### src/hdl/usb_phy_settings.svh
// Register map, data widths and bus-reset timing of the USB PHY front end, included by the package and modules
`ifndef USB_PHY_SETTINGS_SVH
`define USB_PHY_SETTINGS_SVH

//////////////////////////////////////////////////////////////////////
// Register port geometry
//////////////////////////////////////////////////////////////////////

// Word address width, four slots
`define USB_REG_AW 2
// Data word width
`define USB_REG_DW 16

// Register map
`define USB_ADDR_DRIVE 0
`define USB_ADDR_SENSE 1
`define USB_ADDR_LINE 2

//////////////////////////////////////////////////////////////////////
// Line monitor
//////////////////////////////////////////////////////////////////////

// Consecutive synchronized SE0 cycles that make a bus reset
`define USB_BUS_RESET_CYCLES 16

`endif

### src/hdl/usb_phy_pkg.sv
// Types shared by the USB PHY front end, referenced by scoped name from every module and the testbench
`include "usb_phy_settings.svh"

package usb_phy_pkg;

  // Register port words
  typedef logic [`USB_REG_AW-1:0] reg_addr_t;
  typedef logic [`USB_REG_DW-1:0] reg_data_t;

  // Run counter for SE0 cycles, wide enough to hold the threshold itself
  typedef logic [$clog2(`USB_BUS_RESET_CYCLES + 1)-1:0] se0_cnt_t;

  // Transmit bundle, same layout on the engine side and the pin side
  typedef struct packed {
    logic d;
    logic se0;
    logic dp;
    logic dn;
    logic oe;
  } usb_tx_pins_t;

  // Pull-ups and receiver enable
  typedef struct packed {
    logic dp_pullup_en;
    logic dn_pullup_en;
    logic rx_enable;
  } usb_ctrl_pins_t;

  // Receive bundle, async at the pins and synchronized towards the engine
  typedef struct packed {
    logic d;
    logic dp;
    logic dn;
    logic pwr_sense;
  } usb_rx_pins_t;

  // Drive register, bit 8 down to bit 0
  typedef struct packed {
    logic en;
    logic oe;
    logic se0;
    logic dn;
    logic dp;
    logic d;
    logic rx_enable;
    logic dn_pullup_en;
    logic dp_pullup_en;
  } usb_drive_t;

  // Sense register, bit 8 down to bit 0
  typedef struct packed {
    logic tx_oe;
    logic tx_se0;
    logic tx_dn;
    logic tx_dp;
    logic tx_d;
    logic pwr_sense;
    logic rx_dn;
    logic rx_dp;
    logic rx_d;
  } usb_sense_t;

  // Line state, J is dp high with dn low
  typedef enum logic [1:0] {
    SE0 = 2'd0,
    J   = 2'd1,
    K   = 2'd2,
    SE1 = 2'd3
  } line_state_e;

endpackage

### src/hdl/usb_phy_regs.sv
// Software register file of the PHY front end, holding the override drive word, pin sense and line status
`timescale 1ns/1ns
`include "usb_phy_settings.svh"

module usb_phy_regs (
  input  logic                     clk_i,
  input  logic                     rst_n_i,

  // Register port, write strobe with combinational read
  input  logic                     reg_wr_i,
  input  usb_phy_pkg::reg_addr_t   reg_addr_i,
  input  usb_phy_pkg::reg_data_t   reg_wdata_i,
  output usb_phy_pkg::reg_data_t   reg_rdata_o,

  // Status coming back from the mux and the monitor
  input  usb_phy_pkg::usb_sense_t  sense_i,
  input  usb_phy_pkg::line_state_e line_state_i,
  input  logic                     bus_reset_i,

  // Override word towards the mux
  output usb_phy_pkg::usb_drive_t  drive_o
);

  // Decoded addresses in the port's own width
  localparam usb_phy_pkg::reg_addr_t ADDR_DRIVE = usb_phy_pkg::reg_addr_t'(`USB_ADDR_DRIVE);
  localparam usb_phy_pkg::reg_addr_t ADDR_SENSE = usb_phy_pkg::reg_addr_t'(`USB_ADDR_SENSE);
  localparam usb_phy_pkg::reg_addr_t ADDR_LINE  = usb_phy_pkg::reg_addr_t'(`USB_ADDR_LINE);

  // Line register layout
  localparam int unsigned LINE_FLAG_BIT = 2;

  // Field widths inside the data word
  localparam int unsigned DRIVE_W = $bits(usb_phy_pkg::usb_drive_t);
  localparam int unsigned SENSE_W = $bits(usb_phy_pkg::usb_sense_t);

  usb_phy_pkg::usb_drive_t drive_q;
  logic                    bus_reset_flag_q;
  logic                    wr_drive;
  logic                    wr_line;

  //////////////////////////////////////////////////////////////////////
  // Write side
  //////////////////////////////////////////////////////////////////////

  // Sense and the spare slot take no writes
  assign wr_drive = reg_wr_i && (reg_addr_i == ADDR_DRIVE);
  assign wr_line  = reg_wr_i && (reg_addr_i == ADDR_LINE);

  // Drive register, low 9 bits of the word
  // Cleared to zero so the pins follow the engine out of reset
  always_ff @(posedge clk_i) begin
    if (!rst_n_i) begin
      drive_q <= '0;
    end else if (wr_drive) begin
      drive_q <= usb_phy_pkg::usb_drive_t'(reg_wdata_i[DRIVE_W-1:0]);
    end
  end

  // Sticky bus-reset flag
  // A pulse in the same cycle as a clear keeps the flag set
  always_ff @(posedge clk_i) begin
    if (!rst_n_i) begin
      bus_reset_flag_q <= 1'b0;
    end else if (bus_reset_i) begin
      bus_reset_flag_q <= 1'b1;
    end else if (wr_line && reg_wdata_i[LINE_FLAG_BIT]) begin
      bus_reset_flag_q <= 1'b0;
    end
  end

  assign drive_o = drive_q;

  //////////////////////////////////////////////////////////////////////
  // Read side
  //////////////////////////////////////////////////////////////////////

  // Same-cycle read, unused bits read as zero
  always_comb begin
    reg_rdata_o = '0;
    case (reg_addr_i)
      ADDR_DRIVE: begin
        reg_rdata_o[DRIVE_W-1:0] = drive_q;
      end
      ADDR_SENSE: begin
        // Synchronized rx plus the engine's own tx request
        reg_rdata_o[SENSE_W-1:0] = sense_i;
      end
      ADDR_LINE: begin
        reg_rdata_o[1:0]           = line_state_i;
        reg_rdata_o[LINE_FLAG_BIT] = bus_reset_flag_q;
      end
      default: begin
        reg_rdata_o = '0;
      end
    endcase
  end

  //////////////////////////////////////////////////////////////////////
  // Checks
  //////////////////////////////////////////////////////////////////////

  // Monitor only reports a reset while the decoded line is still SE0
  a_bus_reset_on_se0 : assert property (
    @(posedge clk_i) disable iff (!rst_n_i)
    bus_reset_i |-> (line_state_i == usb_phy_pkg::SE0)
  );

endmodule

### src/hdl/usb_phy_iomux.sv
// Pin mux of the PHY front end: receive synchronizer, transmit and control override select, sense bundle
`timescale 1ns/1ns

module usb_phy_iomux (
  input  logic                        clk_i,
  input  logic                        rst_n_i,

  // Override word from the register file
  input  usb_phy_pkg::usb_drive_t     drive_i,

  // Async receive pins
  input  usb_phy_pkg::usb_rx_pins_t   usb_rx_i,

  // Engine requests
  input  usb_phy_pkg::usb_tx_pins_t   eng_tx_i,
  input  usb_phy_pkg::usb_ctrl_pins_t eng_ctrl_i,

  // Synchronized receive lines, clk_i domain
  output usb_phy_pkg::usb_rx_pins_t   rx_sync_o,

  // Pin side
  output usb_phy_pkg::usb_tx_pins_t   usb_tx_o,
  output usb_phy_pkg::usb_ctrl_pins_t usb_ctrl_o,

  // Sense bundle back to the register file
  output usb_phy_pkg::usb_sense_t     sense_o
);

  usb_phy_pkg::usb_rx_pins_t   rx_meta_q;
  usb_phy_pkg::usb_rx_pins_t   rx_sync_q;
  usb_phy_pkg::usb_tx_pins_t   drive_tx;
  usb_phy_pkg::usb_ctrl_pins_t drive_ctrl;

  //////////////////////////////////////////////////////////////////////
  // Receive synchronizer
  //////////////////////////////////////////////////////////////////////

  // Two flops, so a pin change shows up two edges later
  always_ff @(posedge clk_i) begin
    if (!rst_n_i) begin
      rx_meta_q <= '0;
      rx_sync_q <= '0;
    end else begin
      rx_meta_q <= usb_rx_i;
      rx_sync_q <= rx_meta_q;
    end
  end

  assign rx_sync_o = rx_sync_q;

  //////////////////////////////////////////////////////////////////////
  // Transmit and control select
  //////////////////////////////////////////////////////////////////////

  // Regroup the flat drive word into pin bundles
  assign drive_tx.d   = drive_i.d;
  assign drive_tx.se0 = drive_i.se0;
  assign drive_tx.dp  = drive_i.dp;
  assign drive_tx.dn  = drive_i.dn;
  assign drive_tx.oe  = drive_i.oe;

  assign drive_ctrl.dp_pullup_en = drive_i.dp_pullup_en;
  assign drive_ctrl.dn_pullup_en = drive_i.dn_pullup_en;
  assign drive_ctrl.rx_enable    = drive_i.rx_enable;

  // Plain combinational mux, no glitch-free cells
  always_comb begin
    if (drive_i.en) begin
      usb_tx_o   = drive_tx;
      usb_ctrl_o = drive_ctrl;
    end else begin
      usb_tx_o   = eng_tx_i;
      usb_ctrl_o = eng_ctrl_i;
    end
  end

  // Sense reports the engine request, not what reaches the pins
  assign sense_o.tx_oe     = eng_tx_i.oe;
  assign sense_o.tx_se0    = eng_tx_i.se0;
  assign sense_o.tx_dn     = eng_tx_i.dn;
  assign sense_o.tx_dp     = eng_tx_i.dp;
  assign sense_o.tx_d      = eng_tx_i.d;
  assign sense_o.pwr_sense = rx_sync_q.pwr_sense;
  assign sense_o.rx_dn     = rx_sync_q.dn;
  assign sense_o.rx_dp     = rx_sync_q.dp;
  assign sense_o.rx_d      = rx_sync_q.d;

  // Override on, the pins carry the register fields
  a_override_follows_drive : assert property (
    @(posedge clk_i) disable iff (!rst_n_i)
    drive_i.en |-> (usb_tx_o == {drive_i.d, drive_i.se0, drive_i.dp, drive_i.dn, drive_i.oe}) &&
                   (usb_ctrl_o == {drive_i.dp_pullup_en, drive_i.dn_pullup_en,
                                   drive_i.rx_enable})
  );

  // Override off, the pins carry the engine request
  a_passthrough_follows_engine : assert property (
    @(posedge clk_i) disable iff (!rst_n_i)
    !drive_i.en |-> (usb_tx_o == eng_tx_i) && (usb_ctrl_o == eng_ctrl_i)
  );

endmodule

### src/hdl/usb_line_monitor.sv
// Line monitor of the PHY front end: decodes SE0/J/K/SE1 from synchronized lines and flags a long SE0 as bus reset
`timescale 1ns/1ns
`include "usb_phy_settings.svh"

module usb_line_monitor (
  input  logic                      clk_i,
  input  logic                      rst_n_i,

  // Synchronized receive lines
  input  usb_phy_pkg::usb_rx_pins_t rx_sync_i,

  // Decoded state and single-cycle reset pulse
  output usb_phy_pkg::line_state_e  line_state_o,
  output logic                      bus_reset_o
);

  // Threshold in counter width
  localparam usb_phy_pkg::se0_cnt_t RESET_CYCLES =
    usb_phy_pkg::se0_cnt_t'(`USB_BUS_RESET_CYCLES);

  usb_phy_pkg::se0_cnt_t se0_cnt_q;
  usb_phy_pkg::se0_cnt_t se0_cnt_d;
  logic                  line_se0;

  //////////////////////////////////////////////////////////////////////
  // Line decode
  //////////////////////////////////////////////////////////////////////

  // Straight from the synchronizer, no extra flop
  always_comb begin
    case ({rx_sync_i.dn, rx_sync_i.dp})
      2'b00:   line_state_o = usb_phy_pkg::SE0;
      2'b01:   line_state_o = usb_phy_pkg::J;
      2'b10:   line_state_o = usb_phy_pkg::K;
      default: line_state_o = usb_phy_pkg::SE1;
    endcase
  end

  assign line_se0 = (line_state_o == usb_phy_pkg::SE0);

  //////////////////////////////////////////////////////////////////////
  // SE0 run counter
  //////////////////////////////////////////////////////////////////////

  // Counts the current cycle too, holds at the threshold
  // Any non-SE0 cycle restarts the run
  always_comb begin
    se0_cnt_d = '0;
    if (line_se0) begin
      if (se0_cnt_q == RESET_CYCLES) begin
        se0_cnt_d = se0_cnt_q;
      end else begin
        se0_cnt_d = se0_cnt_q + 1'b1;
      end
    end
  end

  always_ff @(posedge clk_i) begin
    if (!rst_n_i) begin
      se0_cnt_q <= '0;
    end else begin
      se0_cnt_q <= se0_cnt_d;
    end
  end

  // High in the cycle whose edge takes the count to the threshold
  // Saturation keeps it to one pulse per run
  assign bus_reset_o = line_se0 && (se0_cnt_d == RESET_CYCLES) &&
                       (se0_cnt_q != RESET_CYCLES);

  // One pulse per SE0 run, never a level
  a_bus_reset_single : assert property (
    @(posedge clk_i) disable iff (!rst_n_i)
    bus_reset_o |=> !bus_reset_o
  );

endmodule

### src/hdl/usb_phy_top.sv
// Top level of the USB PHY front end, tying register file, pin mux and line monitor to the pins and the engine
`timescale 1ns/1ns

module usb_phy_top (
  input  logic                        clk_i,
  input  logic                        rst_n_i,

  // Register port
  input  logic                        reg_wr_i,
  input  usb_phy_pkg::reg_addr_t      reg_addr_i,
  input  usb_phy_pkg::reg_data_t      reg_wdata_i,
  output usb_phy_pkg::reg_data_t      reg_rdata_o,

  // Async receive pins
  input  usb_phy_pkg::usb_rx_pins_t   usb_rx_i,

  // Engine side
  input  usb_phy_pkg::usb_tx_pins_t   eng_tx_i,
  input  usb_phy_pkg::usb_ctrl_pins_t eng_ctrl_i,
  output usb_phy_pkg::usb_rx_pins_t   eng_rx_o,
  output usb_phy_pkg::line_state_e    eng_line_state_o,
  output logic                        eng_bus_reset_o,

  // Pin side
  output usb_phy_pkg::usb_tx_pins_t   usb_tx_o,
  output usb_phy_pkg::usb_ctrl_pins_t usb_ctrl_o
);

  usb_phy_pkg::usb_drive_t   drive;
  usb_phy_pkg::usb_sense_t   sense;
  usb_phy_pkg::usb_rx_pins_t rx_sync;

  // Registers steer the mux and latch monitor status
  usb_phy_regs u_regs (
    .clk_i        (clk_i),
    .rst_n_i      (rst_n_i),
    .reg_wr_i     (reg_wr_i),
    .reg_addr_i   (reg_addr_i),
    .reg_wdata_i  (reg_wdata_i),
    .reg_rdata_o  (reg_rdata_o),
    .sense_i      (sense),
    .line_state_i (eng_line_state_o),
    .bus_reset_i  (eng_bus_reset_o),
    .drive_o      (drive)
  );

  // Synchronizer and override mux
  usb_phy_iomux u_iomux (
    .clk_i      (clk_i),
    .rst_n_i    (rst_n_i),
    .drive_i    (drive),
    .usb_rx_i   (usb_rx_i),
    .eng_tx_i   (eng_tx_i),
    .eng_ctrl_i (eng_ctrl_i),
    .rx_sync_o  (rx_sync),
    .usb_tx_o   (usb_tx_o),
    .usb_ctrl_o (usb_ctrl_o),
    .sense_o    (sense)
  );

  // Engine sees the same synchronized lines as the monitor
  assign eng_rx_o = rx_sync;

  usb_line_monitor u_line_monitor (
    .clk_i        (clk_i),
    .rst_n_i      (rst_n_i),
    .rx_sync_i    (rx_sync),
    .line_state_o (eng_line_state_o),
    .bus_reset_o  (eng_bus_reset_o)
  );

endmodule

### config.mk
export PLATFORM = sky130hd
export DESIGN_NAME = usb_phy_top
export DESIGN_NICKNAME = d
export VERILOG_FILES = /design/src/hdl/usb_phy_pkg.sv /design/src/hdl/usb_phy_regs.sv /design/src/hdl/usb_phy_iomux.sv /design/src/hdl/usb_line_monitor.sv /design/src/hdl/usb_phy_top.sv
export VERILOG_INCLUDE_DIRS = /design/src /design/src/hdl
export SDC_FILE = /design/constraint.sdc
export NUM_CORES = 1
export LEC_CHECK = 0
export BUFFER_PORTS_ARGS = -buffer_cell sky130_fd_sc_hd__buf_4
export CORE_AREA = 10 10 68 70
export CTS_CLUSTER_DIAMETER = 50
export DETAILED_ROUTE_END_ITERATION = 12
export DIE_AREA = 0 0 78 80
export GPL_TIMING_DRIVEN = 0
export PLACE_DENSITY = 0.77
export SETUP_SLACK_MARGIN = 0.4
export SLEW_MARGIN = 20
export SYNTH_ARGS = -nofsm -noshare
export SYNTH_HDL_FRONTEND = slang
export SYNTH_SLANG_ARGS = --single-unit
### constraint.sdc
create_clock -name clk_i -period 1.45 [get_ports clk_i]
set_input_delay 0.145 -clock clk_i [delete_from_list [all_inputs] [get_ports clk_i]]
set_output_delay 0.145 -clock clk_i [all_outputs]
set_load 0.02 [all_outputs]
# Word level (Yosys, flattened, before mapping)
# Index checks and enable logic that the tools add are counted.
# totals
input_bits	33
out_inout_bits	31
elab_cells	45
ff_bits	23
# classes
reduce_logical	9
n_eq_ne	7
add_sub_neg	1
muxes	9
# op_table
operator	count
$mux W5	3
$pmux W6 S2	1
$eq A5 B5 Y1 const B	2
$pmux W3 S3	1
$logic_not A2 Y1	3
$pmux W2 S3	1
$add A5 B1 Y5 const B	1
$logic_and A1 B1 Y1	5
$ne A5 B5 Y1 const B	1
$eq A2 B1 Y1 const B	2
$eq A2 B2 Y1 const B	2
$mux W3	1
$mux W1	2
$reduce_bool A2 Y1	1

# Logic depth before layout (Yosys ltp)
# depth
ltp_word	8
mapped_depth	6

# Modules after synthesis
# Synthesis repeated with hierarchy kept, for this count alone.
# unflattened
hier_cells	147
area_unflattened_um2	1391.3
# modules_own_cells
module	cells_per_inst	instances	area_per_inst_um2
usb_phy_regs	73	1	641.9
usb_phy_iomux	34	1	409.1
usb_line_monitor	40	1	340.3

# Least setup slack after synthesis
# No wires, ideal clock.
# synth_timing
kind	register -> output
startpoint	reg u_line_monitor.se0_cnt_q[0]
endpoint	out eng_bus_reset_o
required_ns	1.305
path_stages_with_launch	7
setup_slack_ns	-0.267
arrival_ns	1.572
path_cell_list	dfxtp_1 inv_1 ha_1 nor2b_1 nor4b_1 a31oi_1 nor4b_2
# synth_via
elab_chain_cells	6
word_cells_on_any_way	8
# synth_rtl
item	line_no	text
start: declaration	usb_line_monitor.sv:21	usb_phy_pkg::se0_cnt_t se0_cnt_q;
start signal: assignment	usb_line_monitor.sv:62	se0_cnt_q <= se0_cnt_d;
$add A5 B1 Y5 / $eq A5 B5 Y1 (equally long branches)	usb_line_monitor.sv:53, usb_line_monitor.sv:50	
$mux W5	usb_line_monitor.sv:50	if (se0_cnt_q == RESET_CYCLES) begin
$mux W5	usb_line_monitor.sv:49	if (line_se0) begin
$eq A5 B5 Y1	usb_line_monitor.sv:68	assign bus_reset_o = line_se0 && (se0_cnt_d == RESET_CYCLES) &&
$logic_and A1 B1 Y1	usb_line_monitor.sv:68	
$logic_and A1 B1 Y1 *	usb_line_monitor.sv:68	
end: declaration	usb_phy_top.sv:22	output logic eng_bus_reset_o,
# Mark *: on every way between the ends. The rest lies on a longest branch, timed or not.

# Final worst setup path
# Ends and elaborated chain as after synthesis.

==> impl_metrics.py <==
metrics = {
    "status": {
        "outcome": "complete, but fails checks",
        "failed_checks": "setup timing",
    },
    "sta": {
        "timing_hold_violations_final": 0,
        "maxClockFrequency_mhz": 512,
        "postLayoutSetupSlackWorst_ns": -0.504,
        "fin_worst_skew_ns": 0.0169,
        "timing.final.max_slew_violations": 0,
        "timing.final.setup_violations": 4,
        "timing.setup.tns_ns": -1.08,
        "min_period_ns": 1.95,
        "period_share_pct": 135,
        "grt_setup_unrepaired": "true",
        "fin_worst_hold_slack_ns": 0.00960,
    },
    "cts": {
        "clk_root_buffer_cell": "clkbuf_4",
        "cts_htree_levels": 1,
        "numCtsBuffers": 3,
        "clock_latency_on_the_worst_skew_pair_ns": 0.33,
        "ctsHoldBuffers": 0,
        "clk_pin_slew_ns": 0.15,
        "cts_tree": "yes",
        "cts.path.max_buffers": 2,
        "cts_num_sinks": 23,
    },
    "global_route": {
        "grt_util_met3_pct": 3.83,
        "global_route.usage.met2_pct": 17.7,
        "grt_start_max_net_pins": 15,
        "grt_pass1_wl_mm": 5.53,
        "grt_most_used_layer": "met2",
        "antenna_violations_before_repair": 0,
        "globalRouteTotalUtil_pct": 10.9,
        "number_of_global_route_vias_before_repair": 1098,
        "grt_use_met1_pct": 13.5,
        "gr-total-overflow": 0,
    },
    "routing": {
        "drt_iter0_markers": 31,
        "avgViaCountPerCell": 4.55,
        "route.antenna.remaining_nets": 0,
        "wl_mm": 3.73,
        "drc": 0,
        "detailedRoute.firstPassIterationCount": 4,
        "post_drt_wl_per_cell_um": 15.0,
        "num_vias": 1132,
    },
    "worst_setup_path": {
        "cp_max_fo": 3,
        "critPathBufInv": 2,
        "worstSetupEndpointType": "primary output",
        "critPathArrivalTime_ns": 1.81,
        "critical-path-top-delay-family": "simple AND/OR/NAND/NOR gates",
        "critPathSlowestCell": "dfxtp_4",
        "timing.setup.critical_path_class": "register to primary output",
        "worstSetupStartpointType": "register",
        "timing.critical_path.cells": "inv_4 -> ha_4 -> nor2b_1 -> nor4b_2 -> a31oi_2 -> nor4b_4 -> buf_4",
        "critical_path.max_stage_delay_ns": 0.40,
        "worstPathRequired_ns": 1.31,
    },
    "layout": {
        "area_growth_from_synthesis_to_layout_pct": 63.8,
        "num-fill-cells": 283,
        "drive_gt1_share_pct": 57.6,
        "final_cell_count_no_fill": 249,
        "antennaDiodeCount": 0,
        "num-nets-final": 239,
        "finish.instance_area_um2": 2070,
    },
    "yosys": {
        "synth-async-reset-ratio_pct": 0,
        "synth_cell_types": 31,
        "synth_xor_xnor_area_share_pct": 4.15,
        "synth-compound-area-share_pct": 2.96,
        "yosys_most_used_dff": "dfxtp_1",
        "synthTopCellsByArea": "dfxtp_1 (36%), mux2i_1 (15%), mux2_1 (7.1%), nor2b_1 (5.4%), buf_4 (4.7%)",
        "post-synth-top-count-cell": "dfxtp_1",
        "synth.avg_cell_area_um2": 9.67,
        "synth_top_family_by_area": "multiplexers",
        "synth.top_cell.area_share_pct": 36.4,
        "synthesis.area_um2": 1270,
        "post_synth_most_frequent_cells": "dfxtp_1 (23), mux2i_1 (19), nor2_1 (12)",
        "synthMuxAreaShare_pct": 23.2,
        "synth_warn": 0,
        "synth.yosys.seq_area_share_pct": 36.4,
        "number_of_flops_mapped_to_enable_cells_by_yosys": 0,
        "synth_seq_cells": 23,
        "synthesis.instances": 131,
        "synthSimpleGateAreaFrac_pct": 21.2,
        "post_synth_fa_ha_maj_area_fraction_pct": 1.98,
        "netlist.top_cell.by_area": "dfxtp_1",
    },
    "pwr": {
        "irDropWorstVdd_mv": 0.529,
        "power_density_nw_per_um2": 682,
        "power_leakage_nw": 0.922,
    },
    "place": {
        "dpl.cell_count": 231,
        "routabilityCongestion": 0.794,
        "placedInstanceArea_um2": 1740,
        "numPortBuffers": 48,
        "place.detailed.hpwl_mm": 2.51,
    },
    "floorplan": {
        "die_area_um2": 6240,
        "die-height_um": 80,
        "design.core.area_um2": 3280,
        "io-pin-count": 64,
        "fp-row-count": 21,
        "chipWidth_um": 78,
        "start_util_pct": 38.6,
    },
    "hold_path": {
        "min-delay-path-class": "input port to register",
    },
    "job": {
        "max_cap_violations": 0,
    },
}
==> cell type report <==
type | count | area [um^2] | area share, %
plain buffers | 17 | 130 | 6.27
clock buffers | 3 | 22.5 | 1.09
clock inverters | 1 | 7.51 | 0.362
inverters | 2 | 10.0 | 0.483
multi-input cells | 95 | 811 | 39.1
flip-flops and latches | 23 | 484 | 23.3
well taps | 46 | 57.6 | 2.77
repair buffers | 62 | 552 | 26.6
==> worst paths after layout <==
check                                    from                     endpoint  slack (ns)  cells after the start
hold / removal                    usb_rx_i[2]         u_iomux.rx_meta_q[2]        0.01                      2
setup / recovery  u_line_monitor.se0_cnt_q[0]              eng_bus_reset_o       -0.50                      7
hold reg to reg          u_iomux.rx_meta_q[2]         u_iomux.rx_sync_o[2]        0.45                      1
setup reg to reg  u_line_monitor.se0_cnt_q[0]  u_line_monitor.se0_cnt_q[1]       -0.23                     12
==> routing by layer <==
layer	wire length [um]	vias to the layer above
met3	297	5
li1	-	565
met5	0	-
met4	34	0
met1	1690	516
met2	1710	46
==> cell usage in the layout (no fill, tap or decap), types with 2 or more instances in the layout <==
cell type,count
buf_4,47
buf_6,26
mux2i_1,17
nor2_1,12
dfxtp_1,12
nor2b_1,11
mux2_4,8
and2_1,8
conb_1,7
dfxtp_2,7
dfxtp_4,4
mux2i_2,3
xor2_1,3
nand2_1,3
clkbuf_1,3
clkbuf_4,3
xnor2_1,2
buf_2,2
o21ai_2,2
nand3_1,2
==> per-stage QoR <==
step                      total power [mW]  utilization (%)  worst slack, ns
after floorplan                      0.897                -          -0.0658
after global placement                1.02             52.9           -0.185
after detailed placement              1.02             52.9           -0.200
after CTS                             1.38             59.5           -0.538
after global routing                  1.48             63.2           -0.580
final                                 1.41             63.2           -0.504
==> worst reg2reg max path, stage by stage (launching register included) <==
cell	delay (ns)
dfxtp_4	0.39
inv_4	0.07
ha_4	0.13
buf_6	0.09
nand2_4	0.05
nor3_4	0.15
buf_4	0.14
buf_6	0.08
buf_6	0.08
buf_6	0.08
buf_6	0.10
mux2i_1	0.17
nor2_1	0.06
==> flip-flops by register name, summed over array words and instances, names as in the netlist <==
signal / flops
u_iomux.rx_sync_o: 4
u_iomux.rx_meta_q: 4
u_regs.drive_o: 9
u_regs.bus_reset_flag_q: 1
u_line_monitor.se0_cnt_q: 5
==> repair_timing <==
action / CTS / global route
cloned: 1 / 0
gates resized for setup: 41 / 19
pin swaps: 4 / 5
buffers inserted: 7 / 6
setup endpoints to repair: 27 / 27
==> kinds of logic (layout without fill, tap and decap cells) <==
| kind of cell | count (synthesis) | count (layout) |
|---|---|---|
| AO/OA/AOI/OAI | 6 | 6 |
| adder cells (fa/ha/maj) | 2 | 2 |
| multiplexers | 28 | 28 |
| flip-flops | 23 | 23 |
| AND/OR/NAND/NOR | 46 | 46 |
| other | 1 | 7 |
| buffers and inverters | 19 | 85 |
| XOR/XNOR | 6 | 6 |
==> report_power, final <==
part	switching (mW)	internal (mW)
sequential	0.0212	0.656
clock	0.210	0.106
combinational	0.189	0.232
No activity file was read; power rests on OpenSTA's default activity.
